### config.mk
export PLATFORM = sky130hd
export DESIGN_NAME = core
export DESIGN_NICKNAME = d
export VERILOG_FILES = /design/src/hdl/core_pkg.sv /design/src/hdl/core.sv /design/src/hdl/decode.sv /design/src/hdl/execute.sv /design/src/hdl/fetch.sv /design/src/hdl/memwb.sv
export SDC_FILE = /design/constraint.sdc
export NUM_CORES = 1
export LEC_CHECK = 0
export BUFFER_PORTS_ARGS = -buffer_cell sky130_fd_sc_hd__buf_2
export CORE_ASPECT_RATIO = 1.1
export CORE_MARGIN = 5
export CORE_UTILIZATION = 51
export CTS_BUF_LIST = sky130_fd_sc_hd__clkbuf_16
export CTS_CLUSTER_DIAMETER = 150
export DETAILED_ROUTE_END_ITERATION = 7
export PLACE_DENSITY = 0.81
export SYNTH_ARGS = -nofsm -noshare
export SYNTH_HDL_FRONTEND = slang
export SYNTH_SLANG_ARGS = --single-unit
### constraint.sdc
create_clock -name i_clk -period 5.35 [get_ports i_clk]
set_clock_uncertainty 0.15 [all_clocks]
set_input_delay 1.07 -clock i_clk [delete_from_list [all_inputs] [get_ports i_clk]]
set_output_delay 1.07 -clock i_clk [all_outputs]
set_load 0.02 [all_outputs]
### src/hdl/core_pkg.sv
package core_pkg;

    // ************************************************************************
    // Datapath widths
    // ************************************************************************

    localparam int RW          = 16;   // Register and data word.
    localparam int I_SIZE      = 32;   // Instruction word.
    localparam int REGNO       = 8;
    localparam int REGNO_LOG   = 3;
    localparam int ADDR_BYTES  = 2;    // Byte lanes per data word.

    // ************************************************************************
    // ALU modes
    // ************************************************************************

    localparam int ALU_MODE_W = 3;

    localparam logic [ALU_MODE_W-1:0] ALU_ADD    = 3'd0;
    localparam logic [ALU_MODE_W-1:0] ALU_SUB    = 3'd1;
    localparam logic [ALU_MODE_W-1:0] ALU_AND    = 3'd2;
    localparam logic [ALU_MODE_W-1:0] ALU_OR     = 3'd3;
    localparam logic [ALU_MODE_W-1:0] ALU_XOR    = 3'd4;
    localparam logic [ALU_MODE_W-1:0] ALU_PASS_R = 3'd5;

    // ************************************************************************
    // Jump conditions
    // ************************************************************************

    localparam int JUMP_CODE_W = 2;

    localparam logic [JUMP_CODE_W-1:0] JMP_NEVER  = 2'd0;
    localparam logic [JUMP_CODE_W-1:0] JMP_ALWAYS = 2'd1;
    localparam logic [JUMP_CODE_W-1:0] JMP_ZERO   = 2'd2;

    // ************************************************************************
    // Opcodes, bits 3:0 of the instruction
    // ************************************************************************

    // Code 0 and the unused codes decode as no-operation.
    localparam logic [3:0] OP_ALU = 4'h1;  // Mode in bits 6:4.
    localparam logic [3:0] OP_LDI = 4'h2;
    localparam logic [3:0] OP_LD  = 4'h3;  // Bit 7 selects byte width.
    localparam logic [3:0] OP_ST  = 4'h4;  // Bit 7 selects byte width.
    localparam logic [3:0] OP_JMP = 4'h5;  // Target is the immediate.
    localparam logic [3:0] OP_JZ  = 4'h6;

endpackage

### src/hdl/core.sv
`timescale 1ns/100ps

module core (
    input  logic                            i_clk,
    input  logic                            i_rst,
    output logic [core_pkg::RW-1:0]         o_req_addr,
    output logic                            o_req_ppl_submit,
    input  logic [core_pkg::I_SIZE-1:0]     i_req_data,
    input  logic                            i_req_data_valid,
    output logic [core_pkg::RW-1:0]         o_mem_addr,
    output logic [core_pkg::RW-1:0]         o_mem_data,
    input  logic [core_pkg::RW-1:0]         i_mem_data,
    output logic                            o_mem_req,
    output logic                            o_mem_we,
    input  logic                            i_mem_ack,
    output logic [core_pkg::ADDR_BYTES-1:0] o_mem_sel,
    output logic [core_pkg::RW-1:0]         o_dbg_r0,
    output logic [core_pkg::RW-1:0]         o_dbg_pc
);

    // ************************************************************************
    // Stage connections
    // ************************************************************************

    logic                             fd_submit, fd_ready;
    logic [core_pkg::I_SIZE-1:0]      fd_instr;
    logic                             flush;
    logic [core_pkg::RW-1:0]          exec_pc;

    logic                             de_submit, de_ready;
    logic [core_pkg::RW-1:0]          de_imm;
    logic [core_pkg::ALU_MODE_W-1:0]  de_alu_mode;
    logic [core_pkg::REGNO_LOG-1:0]   de_l_reg_sel, de_r_reg_sel;
    logic [core_pkg::REGNO-1:0]       de_rf_ie;
    logic                             de_r_bus_imm, de_flags_ie;
    logic [core_pkg::JUMP_CODE_W-1:0] de_jump_cond_code;
    logic                             de_mem_access, de_mem_we, de_mem_width;
    logic [1:0]                       de_used_operands;

    logic                             ew_submit, ew_ready;
    logic [core_pkg::RW-1:0]          ew_data, ew_addr;
    logic [core_pkg::REGNO-1:0]       ew_reg_ie;
    logic                             ew_mem_access, ew_mem_we, ew_mem_width;
    logic [core_pkg::REGNO-1:0]       wb_reg_ie;
    logic [core_pkg::RW-1:0]          wb_reg_data;

    fetch fetch_i (
        .i_clk(i_clk), .i_rst(i_rst), .o_mem_addr(o_req_addr),
        .o_mem_submit(o_req_ppl_submit), .i_mem_data(i_req_data),
        .i_mem_ack(i_req_data_valid), .i_next_ready(fd_ready), .o_submit(fd_submit),
        .o_instr(fd_instr), .i_exec_pc(exec_pc), .i_flush(flush));

    decode decode_i (
        .i_clk(i_clk), .i_rst(i_rst), .i_submit(fd_submit), .o_ready(fd_ready),
        .i_instr(fd_instr), .i_flush(flush), .o_submit(de_submit), .i_next_ready(de_ready),
        .o_imm(de_imm), .o_alu_mode(de_alu_mode), .o_l_reg_sel(de_l_reg_sel),
        .o_r_reg_sel(de_r_reg_sel), .o_rf_ie(de_rf_ie), .o_r_bus_imm(de_r_bus_imm),
        .o_flags_ie(de_flags_ie), .o_jump_cond_code(de_jump_cond_code),
        .o_mem_access(de_mem_access), .o_mem_we(de_mem_we), .o_mem_width(de_mem_width),
        .o_used_operands(de_used_operands));

    execute execute_i (
        .i_clk(i_clk), .i_rst(i_rst), .i_submit(de_submit), .o_ready(de_ready),
        .i_imm(de_imm), .i_alu_mode(de_alu_mode), .i_l_reg_sel(de_l_reg_sel),
        .i_r_reg_sel(de_r_reg_sel), .i_rf_ie(de_rf_ie), .i_r_bus_imm(de_r_bus_imm),
        .i_flags_ie(de_flags_ie), .i_jump_cond_code(de_jump_cond_code),
        .i_mem_access(de_mem_access), .i_mem_we(de_mem_we), .i_mem_width(de_mem_width),
        .i_used_operands(de_used_operands), .o_flush(flush), .o_exec_pc(exec_pc),
        .o_submit(ew_submit), .i_next_ready(ew_ready), .o_data(ew_data), .o_addr(ew_addr),
        .o_reg_ie(ew_reg_ie), .o_mem_access(ew_mem_access), .o_mem_we(ew_mem_we),
        .o_mem_width(ew_mem_width), .i_reg_ie(wb_reg_ie), .i_reg_data(wb_reg_data),
        .o_dbg_r0(o_dbg_r0), .o_dbg_pc(o_dbg_pc));

    memwb memwb_i (
        .i_clk(i_clk), .i_rst(i_rst), .i_submit(ew_submit), .o_ready(ew_ready),
        .i_data(ew_data), .i_addr(ew_addr), .i_reg_ie(ew_reg_ie),
        .i_mem_access(ew_mem_access), .i_mem_we(ew_mem_we), .i_mem_width(ew_mem_width),
        .o_reg_ie(wb_reg_ie), .o_reg_data(wb_reg_data), .o_mem_req(o_mem_req),
        .o_mem_addr(o_mem_addr), .o_mem_data(o_mem_data), .o_mem_we(o_mem_we),
        .o_mem_sel(o_mem_sel), .i_mem_data(i_mem_data), .i_mem_ack(i_mem_ack));

endmodule

### src/hdl/decode.sv
`timescale 1ns/100ps

module decode (
    input  logic                             i_clk,
    input  logic                             i_rst,
    input  logic                             i_submit,
    output logic                             o_ready,
    input  logic [core_pkg::I_SIZE-1:0]      i_instr,
    input  logic                             i_flush,
    output logic                             o_submit,
    input  logic                             i_next_ready,
    output logic [core_pkg::RW-1:0]          o_imm,
    output logic [core_pkg::ALU_MODE_W-1:0]  o_alu_mode,
    output logic [core_pkg::REGNO_LOG-1:0]   o_l_reg_sel,
    output logic [core_pkg::REGNO_LOG-1:0]   o_r_reg_sel,
    output logic [core_pkg::REGNO-1:0]       o_rf_ie,
    output logic                             o_r_bus_imm,
    output logic                             o_flags_ie,
    output logic [core_pkg::JUMP_CODE_W-1:0] o_jump_cond_code,
    output logic                             o_mem_access,
    output logic                             o_mem_we,
    output logic                             o_mem_width,
    output logic [1:0]                       o_used_operands
);

    logic [core_pkg::I_SIZE-1:0] instr;
    logic [core_pkg::REGNO-1:0]  dest_onehot;

    assign o_ready = !o_submit || i_next_ready;

    always_ff @(posedge i_clk) begin
        if (i_rst) begin
            o_submit <= 1'b0;
        end else if (i_flush) begin
            o_submit <= 1'b0;                              // Drop held word.
        end else if (i_submit && o_ready) begin
            o_submit <= 1'b1;
        end else if (i_next_ready) begin
            o_submit <= 1'b0;
        end
    end

    always_ff @(posedge i_clk) begin
        if (i_submit && o_ready && !i_flush)
            instr <= i_instr;
    end

    assign dest_onehot = {{(core_pkg::REGNO-1){1'b0}}, 1'b1} << instr[10:8];
    assign o_imm       = instr[31:16];
    assign o_l_reg_sel = instr[13:11];
    assign o_mem_width = instr[7];                         // 1 selects a byte.

    always_comb begin
        o_alu_mode       = core_pkg::ALU_PASS_R;
        o_r_reg_sel      = instr[10:8];
        o_rf_ie          = '0;
        o_r_bus_imm      = 1'b1;
        o_flags_ie       = 1'b0;
        o_jump_cond_code = core_pkg::JMP_NEVER;
        o_mem_access     = 1'b0;
        o_mem_we         = 1'b0;
        o_used_operands  = 2'b00;
        case (instr[3:0])
            core_pkg::OP_ALU: begin
                o_alu_mode      = instr[6:4];
                o_r_reg_sel     = instr[18:16];
                o_rf_ie         = dest_onehot;
                o_r_bus_imm     = 1'b0;
                o_flags_ie      = 1'b1;
                o_used_operands = 2'b11;
            end
            core_pkg::OP_LDI: o_rf_ie = dest_onehot;
            core_pkg::OP_LD: begin
                o_alu_mode      = core_pkg::ALU_ADD;       // Left reg plus immediate.
                o_rf_ie         = dest_onehot;
                o_mem_access    = 1'b1;
                o_used_operands = 2'b01;
            end
            core_pkg::OP_ST: begin
                o_r_bus_imm     = 1'b0;                    // Data from destination field.
                o_mem_access    = 1'b1;
                o_mem_we        = 1'b1;
                o_used_operands = 2'b11;
            end
            core_pkg::OP_JMP: o_jump_cond_code = core_pkg::JMP_ALWAYS;
            core_pkg::OP_JZ:  o_jump_cond_code = core_pkg::JMP_ZERO;
            default: ;
        endcase
    end

endmodule

### src/hdl/execute.sv
`timescale 1ns/100ps

module execute (
    input  logic                             i_clk,
    input  logic                             i_rst,
    input  logic                             i_submit,
    output logic                             o_ready,
    input  logic [core_pkg::RW-1:0]          i_imm,
    input  logic [core_pkg::ALU_MODE_W-1:0]  i_alu_mode,
    input  logic [core_pkg::REGNO_LOG-1:0]   i_l_reg_sel,
    input  logic [core_pkg::REGNO_LOG-1:0]   i_r_reg_sel,
    input  logic [core_pkg::REGNO-1:0]       i_rf_ie,
    input  logic                             i_r_bus_imm,
    input  logic                             i_flags_ie,
    input  logic [core_pkg::JUMP_CODE_W-1:0] i_jump_cond_code,
    input  logic                             i_mem_access,
    input  logic                             i_mem_we,
    input  logic                             i_mem_width,
    input  logic [1:0]                       i_used_operands,
    output logic                             o_flush,
    output logic [core_pkg::RW-1:0]          o_exec_pc,
    output logic                             o_submit,
    input  logic                             i_next_ready,
    output logic [core_pkg::RW-1:0]          o_data,
    output logic [core_pkg::RW-1:0]          o_addr,
    output logic [core_pkg::REGNO-1:0]       o_reg_ie,
    output logic                             o_mem_access,
    output logic                             o_mem_we,
    output logic                             o_mem_width,
    input  logic [core_pkg::REGNO-1:0]       i_reg_ie,
    input  logic [core_pkg::RW-1:0]          i_reg_data,
    output logic [core_pkg::RW-1:0]          o_dbg_r0,
    output logic [core_pkg::RW-1:0]          o_dbg_pc
);

    logic [core_pkg::RW-1:0]    rf [core_pkg::REGNO];
    logic [core_pkg::REGNO-1:0] pend;                      // Pending writebacks.
    logic                       zero;
    logic [core_pkg::RW-1:0]    pc_cnt;                    // Pc of the next item.
    logic [core_pkg::RW-1:0]    l_val, r_val, r_bus, alu_res;
    logic                       hazard, accept, taken;

    assign l_val = rf[i_l_reg_sel];
    assign r_val = rf[i_r_reg_sel];
    assign r_bus = i_r_bus_imm ? i_imm : r_val;

    assign hazard = (i_used_operands[0] && pend[i_l_reg_sel]) ||
                    (i_used_operands[1] && pend[i_r_reg_sel]) ||
                    |(pend & i_rf_ie);                     // Keep writebacks in order.
    assign o_ready = (!o_submit || i_next_ready) && !hazard && !o_flush;
    assign accept  = i_submit && o_ready;

    assign taken = (i_jump_cond_code == core_pkg::JMP_ALWAYS) ||
                   (i_jump_cond_code == core_pkg::JMP_ZERO && zero);

    always_comb begin
        case (i_alu_mode)
            core_pkg::ALU_ADD: alu_res = l_val + r_bus;
            core_pkg::ALU_SUB: alu_res = l_val - r_bus;
            core_pkg::ALU_AND: alu_res = l_val & r_bus;
            core_pkg::ALU_OR:  alu_res = l_val | r_bus;
            core_pkg::ALU_XOR: alu_res = l_val ^ r_bus;
            default:           alu_res = r_bus;
        endcase
    end

    always_ff @(posedge i_clk) begin
        if (i_rst) begin
            pend     <= '0;
            zero     <= 1'b0;
            pc_cnt   <= '0;
            o_flush  <= 1'b0;
            o_submit <= 1'b0;
        end else begin
            pend    <= (pend & ~i_reg_ie) | (accept ? i_rf_ie : '0);
            o_flush <= accept && taken;
            if (accept) begin
                o_submit <= 1'b1;
                pc_cnt   <= taken ? i_imm : pc_cnt + 1'b1;
                if (i_flags_ie)
                    zero <= (alu_res == '0);
            end else if (i_next_ready) begin
                o_submit <= 1'b0;
            end
        end
    end

    // Item payload.
    always_ff @(posedge i_clk) begin
        if (accept) begin
            o_data       <= i_mem_we ? r_val : alu_res;
            o_addr       <= i_mem_we ? l_val : alu_res;
            o_reg_ie     <= i_rf_ie;
            o_mem_access <= i_mem_access;
            o_mem_we     <= i_mem_we;
            o_mem_width  <= i_mem_width;
            o_exec_pc    <= i_imm;                          // Jump target.
            o_dbg_pc     <= pc_cnt;
        end
    end

    always_ff @(posedge i_clk) begin
        for (int r = 0; r < core_pkg::REGNO; r++) begin
            if (i_reg_ie[r])
                rf[r] <= i_reg_data;
        end
    end

    assign o_dbg_r0 = rf[0];

endmodule

### src/hdl/fetch.sv
`timescale 1ns/100ps

module fetch (
    input  logic                        i_clk,
    input  logic                        i_rst,
    output logic [core_pkg::RW-1:0]     o_mem_addr,
    output logic                        o_mem_submit,
    input  logic [core_pkg::I_SIZE-1:0] i_mem_data,
    input  logic                        i_mem_ack,
    input  logic                        i_next_ready,
    output logic                        o_submit,
    output logic [core_pkg::I_SIZE-1:0] o_instr,
    input  logic [core_pkg::RW-1:0]     i_exec_pc,
    input  logic                        i_flush
);

    logic [core_pkg::RW-1:0] pc;
    logic                    busy;     // Read outstanding.
    logic                    stale;    // Outstanding read belongs to the old path.

    assign o_mem_addr = pc;

    always_ff @(posedge i_clk) begin
        if (i_rst) begin
            pc           <= '0;
            busy         <= 1'b0;
            stale        <= 1'b0;
            o_submit     <= 1'b0;
            o_mem_submit <= 1'b0;
        end else begin
            o_mem_submit <= 1'b0;                          // One-cycle pulse.
            if (i_mem_ack)
                busy <= 1'b0;
            if (i_flush) begin
                pc       <= i_exec_pc;
                o_submit <= 1'b0;
                stale    <= busy && !i_mem_ack;
            end else begin
                if (i_mem_ack) begin
                    if (stale)
                        stale <= 1'b0;                     // Drop old-path word.
                    else
                        o_submit <= 1'b1;
                end
                if (o_submit && i_next_ready) begin
                    o_submit <= 1'b0;
                    pc       <= pc + 1'b1;
                end
                if (!busy && (!o_submit || i_next_ready)) begin
                    o_mem_submit <= 1'b1;
                    busy         <= 1'b1;
                end
            end
        end
    end

    // Holding register for the response.
    always_ff @(posedge i_clk) begin
        if (i_mem_ack && !stale)
            o_instr <= i_mem_data;
    end

endmodule

### src/hdl/memwb.sv
`timescale 1ns/100ps

module memwb (
    input  logic                            i_clk,
    input  logic                            i_rst,
    input  logic                            i_submit,
    output logic                            o_ready,
    input  logic [core_pkg::RW-1:0]         i_data,
    input  logic [core_pkg::RW-1:0]         i_addr,
    input  logic [core_pkg::REGNO-1:0]      i_reg_ie,
    input  logic                            i_mem_access,
    input  logic                            i_mem_we,
    input  logic                            i_mem_width,
    output logic [core_pkg::REGNO-1:0]      o_reg_ie,
    output logic [core_pkg::RW-1:0]         o_reg_data,
    output logic                            o_mem_req,
    output logic [core_pkg::RW-1:0]         o_mem_addr,
    output logic [core_pkg::RW-1:0]         o_mem_data,
    output logic                            o_mem_we,
    output logic [core_pkg::ADDR_BYTES-1:0] o_mem_sel,
    input  logic [core_pkg::RW-1:0]         i_mem_data,
    input  logic                            i_mem_ack
);

    logic [core_pkg::REGNO-1:0] ld_ie;                     // Load destination.
    logic                       byte_acc;
    logic [7:0]                 ld_byte;

    assign o_ready = !o_mem_req;
    assign ld_byte = o_mem_addr[0] ? i_mem_data[15:8] : i_mem_data[7:0];

    always_ff @(posedge i_clk) begin
        if (i_rst) begin
            o_mem_req <= 1'b0;
            o_mem_we  <= 1'b0;
            o_reg_ie  <= '0;
        end else begin
            o_reg_ie <= '0;                                // One-cycle write.
            if (o_mem_req && i_mem_ack) begin
                o_mem_req <= 1'b0;
                o_mem_we  <= 1'b0;
                o_reg_ie  <= ld_ie;
            end else if (i_submit && o_ready) begin
                if (i_mem_access) begin
                    o_mem_req <= 1'b1;
                    o_mem_we  <= i_mem_we;
                end else begin
                    o_reg_ie  <= i_reg_ie;
                end
            end
        end
    end

    always_ff @(posedge i_clk) begin
        if (o_mem_req && i_mem_ack)
            o_reg_data <= byte_acc ? {8'h00, ld_byte} : i_mem_data;
        else if (i_submit && o_ready && !i_mem_access)
            o_reg_data <= i_data;
        if (i_submit && o_ready && i_mem_access) begin
            o_mem_addr <= i_addr;
            o_mem_data <= i_mem_width ? {2{i_data[7:0]}} : i_data;
            o_mem_sel  <= i_mem_width ? (i_addr[0] ? 2'b10 : 2'b01) : 2'b11;
            ld_ie      <= i_reg_ie;
            byte_acc   <= i_mem_width;
        end
    end

endmodule

==> results of run 1 <==
-- layer usage --
metal,track usage [%],vias to the layer above
met2,41.4,660
met1,32.6,6498
met4,11.5,0
li1,-,6050
met5,0,-
met3,4.18,147
-- cell usage in the layout (no fill, tap or decap), drive strengths merged, types with 15 or more instances in the layout --
cell type,count
buf,329
edfxtp,322
nand2,169
nor2,134
a21oi,90
mux2i,70
dfxtp,61
inv,61
o21ai,58
ha,51
mux4,39
clkbuf,39
mux2,31
nand3,27
xnor2,26
and3,26
nor3,19
nand2b,18
a221oi,18
nor2b,15
-- worst paths after layout --
path	start	to	slack, ns	depth (start not counted)
hold reg to reg	fetch_i.o_instr[25]$_DFFE_PP_	decode_i.instr[25]$_DFFE_PP_	0.26	0
setup / recovery	decode_i.instr[1]$_DFFE_PP_	execute_i.zero$_SDFFE_PP0P_	-0.43	21
setup reg to reg	decode_i.instr[1]$_DFFE_PP_	execute_i.zero$_SDFFE_PP0P_	-0.43	21
hold / removal	fetch_i.o_instr[25]$_DFFE_PP_	decode_i.instr[25]$_DFFE_PP_	0.26	0
-- cell type report --
type	count	area, um2
Clock buffer	39	976
Clock inverter	33	249
Fill cell	2695	13600
Inverter	48	181
Multi-Input combinational cell	954	7210
Sequential cell	383	10900
Tap cell	487	609
Timing Repair Buffer	329	2230
-- repair_timing --
item,4_1_cts,5_1_grt
setup endpoints to repair,6,12
hold buffers,0,0
cloned,1,0
buffers inserted,19,5
pin swaps,11,12
resized for setup,22,24
-- critical path, stage by stage, from the launching register on --
cell and delay (ns):
edfxtp_1 0.48, buf_4 0.19, or4b_4 0.55, buf_4 0.21, a32oi_1 0.25, a311oi_2 0.15, a22oi_2 0.28, ha_2 0.24
nor2_1 0.05, xor2_1 0.15, ha_1 0.33, buf_4 0.15, o21a_1 0.18, o31a_1 0.13, o22a_1 0.26, a21o_1 0.20
a211o_1 0.30, a311oi_2 0.27, nand2_1 0.07, or4_1 0.51, or4_4 0.43, o21ai_1 0.13
-- power groups by stage --
| stage | clock network [mW] | registers [mW] | logic, mW |
|---|---|---|---|
| after global routing | 2.75 | 3.34 | 0.894 |
| after floorplan | 0 | 3.39 | 0.458 |
| after global placement | 0 | 3.40 | 0.746 |
| after CTS | 2.62 | 3.34 | 0.797 |
| after detailed placement | 0 | 3.40 | 0.763 |
| final | 2.58 | 3.34 | 0.832 |
-- metrics by stage --
| step | cells | setup TNS (ns) | utilization (%) |
|---|---|---|---|
| floorplan | 1460 | -0.274 | - |
| global placement | 2176 | -1.10 | 57.7 |
| detailed placement | 2176 | -1.36 | 57.7 |
| CTS | 2268 | -1.02 | 61.8 |
| global route | 2273 | -3.50 | 62.3 |
| finish | 2273 | -1.82 | 62.3 |
-- synth_stat cells (12+ instances only) --
master,number,area [um2]
nor3_1,19,95.1
a32oi_1,12,105
clkbuf_1,49,184
inv_1,46,173
a21oi_1,88,440
nor2_1,131,492
ha_1,51,638
dfxtp_1,61,1220
and3_1,25,156
edfxtp_1,322,9670
mux2i_1,68,681
a221oi_1,17,149
o21ai_0,53,265
nand2_1,168,631
xnor2_1,26,228
a211oi_1,13,97.6
nand3b_1,12,90.1
nand3_1,26,130
nor2b_1,15,93.8
nand2b_1,18,113
mux2_2,28,315
nor3b_1,12,90.1
mux4_2,39,878
-- cell families (layout without fill, tap and decap cells) --
kind of cell,after synthesis,after routing
AND/OR/NAND/NOR,470,470
multiplexers,140,140
AO/OA/AOI/OAI,257,257
XOR/XNOR,35,35
flip-flops,383,383
buffers and inverters,123,449
adder cells (fa/ha/maj),52,52
==> summary.md, run 1 <==
| Metric | Value |
|---|---|
| First-pass iteration count of the detailed router | `5` |
| Clk Latency, worst-skew pair | `roughly 0.56 ns` |
| Post-Synth XOR/XNOR Area | `1.67%` |
| Clock Path Buffers | `3` |
| Met2 WL post-DR | `roughly 25 mm` |
| Die width | `between 150 and 200 um` |
| Final instance area | `22300 um2` |
| DP Worst Slack | `-0.458 ns` |
| Total Routing Usage GR | `25.1%` |
| Root Buffer | `clkbuf_16` |
| Number of global-route vias before repair | `between 10k and 15k` |
| Syn_nets | `approximately 1.6k` |
| Post-Synthesis Cells | `around 1.5k` |
| Initial antenna violation count | `0` |
| Most used flip-flop cell after synthesis | `edfxtp_1` |
| Synth Cell Area | `approximately 18000 um2` |
| Peak supply drop | `0.215 mV` |
| Via count | `between 10k and 15k` |
| Failing checks | `setup timing` |
| ANT nets after route | `0` |
| CP startpoint kind | `flip-flop` |
| Area share of and/or/nand/nor cells after synthesis | `12.3%` |
| HP Class | `flip-flop to flip-flop` |
| Worst-path clk slew | `approximately 0.060 ns` |
| Synth warnings | `0` |
| Detailed-placement wirelength estimate | `35.8 mm` |
| Top layer in use | `met4` |
| DRC viols | `0` |
| Final worst path period share | `108%` |
| Post-synth ARST share | `0%` |
| Cell Rows | `between 70 and 80` |
| Max FFs per register | `between 100 and 150` |
| Total Power | `~6.8 mW` |
| First-pass GRT wire length | `between 70 and 80 mm` |
| Routability congestion estimate | `0.955` |
| Net Sw Power | `~1.6 mW` |
| GRT overflow | `0` |
| Mean Syn Cell Area | `around 13 um2` |
| Adder-cell area share of the yosys netlist | `3.58%` |
| Core ar. | `35900 um2` |
| Post-synth cell types | `85` |
| Switching share of power | `roughly 24%` |
| Slew Limit Fails | `0` |
| # H-tree levels | `2` |
| Max Cap Violations | `0` |
| WP data arrival | `about 6.1 ns` |
| Cell area power density | `302 nW/um2` |
| Worst path required time | `5.67 ns` |
| # setup viols final | `6` |
| Largest reg by FF count | `execute_i.rf` |
| Hold Slack | `0.264 ns` |
| Internal cell power | `5.12 mW` |
| Vias/cell | `about 6` |
| Yosys reg bits | `383` |
| Largest family of logic cells by synthesized area | `simple AND/OR/NAND/NOR gates` |
| Post-synth EDFFs | `approximately 320` |
| Die ar. | `about 40000 um2` |
| Area post-placement | `20700 um2` |
| Die extent in y | `between 200 and 250 um` |
| Comb power frac | `between 10% and 20%` |
| CTS buffer count | `39` |
| Final nets | `1859` |
| Sequential area share after synthesis | `between 50% and 60%` |
| Iter 0 DRT Violations | `~1.2k` |
| Final min period | `around 5.8 ns` |
| RSZ-0062 raised after global routing | `true` |
| Biggest regs | `execute_i.rf x128, decode_i.instr x30, fetch_i.o_instr x30` |
| DR WL/cell | `22.6 um` |
| CTS tree | `done` |
| Compound-Gate Fraction of Synth Area | `9.49%` |
| Layout cells sized above 1 | `a little under a third` |
| CP Max Fanout | `11` |
| Slew headroom | `a little over an eighth` |
| Status | `finished, violations left` |
| DRT met1 WL | `~20 mm` |
| Fmax | `around 170 MHz` |
| Seq pwr share | `just under 50%` |
| IO Count | `approximately 140` |
| Hold Fails Final Rpt | `0` |
| Initial core utilization | `51.1%` |
| Met3 Wirelength | `approximately 4.1 mm` |
| Antenna cells | `0` |
| Layout area overhead | `21.7%` |
| Mux cell area share after synthesis | `a little over a tenth` |
| CP Capture Type | `flip-flop` |
| Largest net degree at the start of global routing | `65` |
| Leakage | `about 8.6 nW` |
| Setup ws final | `-0.429 ns` |
| Clk pwr share | `a little under two fifths` |
| DRT Wirelength | `51.5 mm` |
| Crit path kind | `flip-flop to flip-flop` |
| Clock sink count | `~380` |
| Worst-Margin Slew | `approximately 1.3 ns` |
| Port buffer count | `between 100 and 150` |
Note: power is estimated with default switching activity, not from simulation.
==> run 2, diff against run 1 <==
--- a/config.mk
+++ b/config.mk
@@ -15,4 +15,5 @@
 export PLACE_DENSITY = 0.81
 export SYNTH_ARGS = -nofsm -noshare
 export SYNTH_HDL_FRONTEND = slang
+export SYNTH_HIERARCHICAL = 1
 export SYNTH_SLANG_ARGS = --single-unit
==> run 2 against run 1 <==
Effect of this change:
- the flow still finishes with violations (setup timing)
- sequential power barely moved
- global-route usage fell by 0.39 points
- die area rose by 0.80%
- via count fell by 1.9%
- clock-buffer cell count rose by 3
- utilization fell by 0.83 points
- power rose by 2.1%
- register-to-register slack improved by 0.18 ns
- first-iteration DRC count fell by 1.5%
- sequential share of layout area rose by 0.26 points
- critical path type unchanged
==> summary.md, run 2 <==
| Metric | Value |
|---|---|
| Peak supply drop | `0.187 mV (was 0.215 mV)` |
| DR WL/cell | `23.7 um (was 22.6 um)` |
| Layout area overhead | `19.4% (was 21.7%)` |
| Final nets | `1738 (was 1859)` |
| Worst R2R Path Depth | `25 (was 21)` |
| Slew headroom | `25.2% (was 13.5%)` |
| Crit path kind | `flip-flop to flip-flop (unchanged)` |
| CP peak stage delay | `0.43 ns (was 0.55 ns)` |
| DP Worst Slack | `-0.140 ns (was -0.458 ns)` |
| HP Class | `flip-flop to flip-flop (unchanged)` |
| Net Sw Power | `1.70 mW (was 1.63 mW)` |
| CP Capture Type | `flip-flop (unchanged)` |
| Setup ws final | `-0.252 ns (was -0.429 ns)` |
| WP data arrival | `5.70 ns (was 6.10 ns)` |
| RSZ-0062 raised after global routing | `true (unchanged)` |
| Total Routing Usage GR | `24.7% (was 25.1%)` |
| Worst path required time | `5.45 ns (was 5.67 ns)` |
| Largest reg by FF count | `execute_i/rf (was execute_i.rf)` |
| Final worst path period share | `105% (was 108%)` |
| Crit-path slowest cell | `edfxtp_1 (was or4b_4)` |
| Cell area power density | `312 nW/um2 (was 302 nW/um2)` |
| Antenna cells | `0 (unchanged)` |
| Synth Cell Area | `18500 um2 (was 18400 um2)` |
| Mean Syn Cell Area | `13.2 um2 (was 12.6 um2)` |
| Commonest cells after routing, fill and taps aside | `edfxtp_1 (322), buf_4 (135), buf_2 (134) (was edfxtp_1 (322), buf_4 (183), nand2_1 (168))` |
| Hold Path Cell Cnt | `0 (unchanged)` |
| Root Buffer | `clkbuf_16 (unchanged)` |
| GRT overflow | `0 (unchanged)` |
| Leakage | `8.29 nW (was 8.60 nW)` |
| # H-tree levels | `2 (unchanged)` |
| Port buffer count | `134 (unchanged)` |
| Comb power frac | `14.5% (was 12.3%)` |
| Clock sink count | `380 (was 383)` |
| Via count | `13.1k (was 13.4k)` |
| Slew Limit Fails | `0 (unchanged)` |
| Syn_nets | `1511 (was 1564)` |
| Switching share of power | `24.7% (was 24.2%)` |
| Layout Utilization | `61.4% (was 62.3%)` |
| Detailed-placement wirelength estimate | `35.6 mm (was 35.8 mm)` |
| Clock Path Buffers | `3 (unchanged)` |
| DRC viols | `0 (unchanged)` |
| Hold Fails Final Rpt | `0 (unchanged)` |
| # hold bufs at CTS | `0 (unchanged)` |
| Cell Rows | `73 (unchanged)` |
| Core ar. | `36000 um2 (was 35900 um2)` |
| ANT nets after route | `0 (unchanged)` |
| Status | `finished, violations left (unchanged)` |
| Synth warnings | `6 (was 0)` |
| Biggest regs | `execute_i/rf x128, decode_i/instr x30, fetch_i/o_instr x30 (was execute_i.rf x128, decode_i.instr x30, fetch_i.o_instr x30)` |
| DRT Wirelength | `51.0 mm (was 51.5 mm)` |
| Max FFs per register | `128 (unchanged)` |
| Fmax | `179 MHz (was 173 MHz)` |
| # setup viols final | `8 (was 6)` |
| CP Max Fanout | `7 (was 11)` |
| Worst-Margin Slew | `1.12 ns (was 1.30 ns)` |
| Post-Synthesis Cells | `1407 (was 1460)` |
| Seq pwr share | `48.7% (was 49.5%)` |
| Vias/cell | `6.10 (was 5.88)` |
| Non-filler instance count after layout | `2149 (was 2273)` |
| CTS buffer count | `38 (was 39)` |
| Final min period | `5.60 ns (was 5.78 ns)` |
| Iter 0 DRT Violations | `1209 (was 1227)` |
| Internal cell power | `5.19 mW (was 5.12 mW)` |
| First-pass GRT wire length | `75.8 mm (was 76.5 mm)` |
| Failing checks | `setup timing (unchanged)` |
| Die extent in y | `210 um (was 209 um)` |
| Commonest non-fill, non-tap cell in the layout | `edfxtp_1 (unchanged)` |
| Initial core utilization | `51.4% (was 51.1%)` |
| CTS tree | `done (unchanged)` |
| Die width | `192 um (was 191 um)` |
| Max Cap Violations | `0 (unchanged)` |
| Dpl cells | `2053 (was 2176)` |
| First-pass iteration count of the detailed router | `5 (unchanged)` |
| Clk Latency, worst-skew pair | `0.54 ns (was 0.56 ns)` |
| Number of global-route vias before repair | `12.9k (was 13.2k)` |
| Layout cells sized above 1 | `32.3% (was 30.2%)` |
| CP startpoint kind | `flip-flop (unchanged)` |
| Die ar. | `40200 um2 (was 39900 um2)` |
| Worst-path clk slew | `0.06 ns (about the same)` |
| Largest net degree at the start of global routing | `51 (was 65)` |
| Initial antenna violation count | `0 (unchanged)` |
| Clk pwr share | `36.8% (was 38.2%)` |
| Routability congestion estimate | `0.977 (was 0.955)` |
| IO Count | `137 (unchanged)` |
[run 2: final cells by class]
class                           instances  area (um2)
Fill cell                            2646       13900
Clock inverter                         26         146
Multi-Input combinational cell        874        7370
Clock buffer                           42        1050
Inverter                               57         214
Timing Repair Buffer                  283        1880
Sequential cell                       380       10800
Tap cell                              487         609
[run 2: power by group through the flow]
stage	clock network (mW)	registers, mW	logic, mW
floorplan	0	3.40	0.540
global placement	0	3.42	0.831
detailed placement	0	3.42	0.853
CTS	2.57	3.36	0.884
global route	2.70	3.36	1.06
finish	2.54	3.36	0.998
[run 2: repair_timing]
item | in CTS | in global routing
buffers inserted | 7 | 21
hold endpoints to repair | 0 | 0
pin swaps | 8 | 40
cloned | 1 | 0
gates resized for setup | 22 | 60
endpoints found under the setup margin | 8 | 16
[run 2: stage by stage]
stage	instance area, um2	hold WS (ns)	power, mW	TNS (ns)
CTS	21700	0.268	6.82	-0.0219
global route	22100	0.273	7.12	-2.57
floorplan	18600	0.250	3.94	-0.0310
finish	22100	0.267	6.90	-1.04
global placement	20300	0.251	4.25	-0.186
detailed placement	20300	0.255	4.27	-0.838
[run 2: path summary, 6_finish.rpt]
check,endpoint,startpoint,slack [ns]
max,execute_i/o_data[15]$_DFFE_PP_,decode_i/instr[3]$_DFFE_PP_,-0.25
max reg2reg,execute_i/o_data[15]$_DFFE_PP_,decode_i/instr[3]$_DFFE_PP_,-0.25
min reg2reg,decode_i/instr[4]$_DFFE_PP_,fetch_i/o_instr[4]$_DFFE_PP_,0.27
min,decode_i/instr[4]$_DFFE_PP_,fetch_i/o_instr[4]$_DFFE_PP_,0.27
[run 2: worst max-delay path: cells and delay by family (launching register included)]
kind                       cells  cell delay, ns
and+or+nand+nor                5            0.91
xor gates and xnor gates       1            0.13
DFF                            1            0.43
adders and majority gates      1            0.38
AOI/OAI and AO/OA              9            1.85
muxes                          3            0.67
buffers and inverters          6            0.79
[run 2: layer usage]
| layer | wire length [um] | global-route usage (%) |
|---|---|---|
| met1 | 19400 | 31.6 |
| met2 | 25200 | 41.1 |
| met3 | 3760 | 3.63 |
| met4 | 2680 | 12.4 |
| met5 | 0 | 0 |
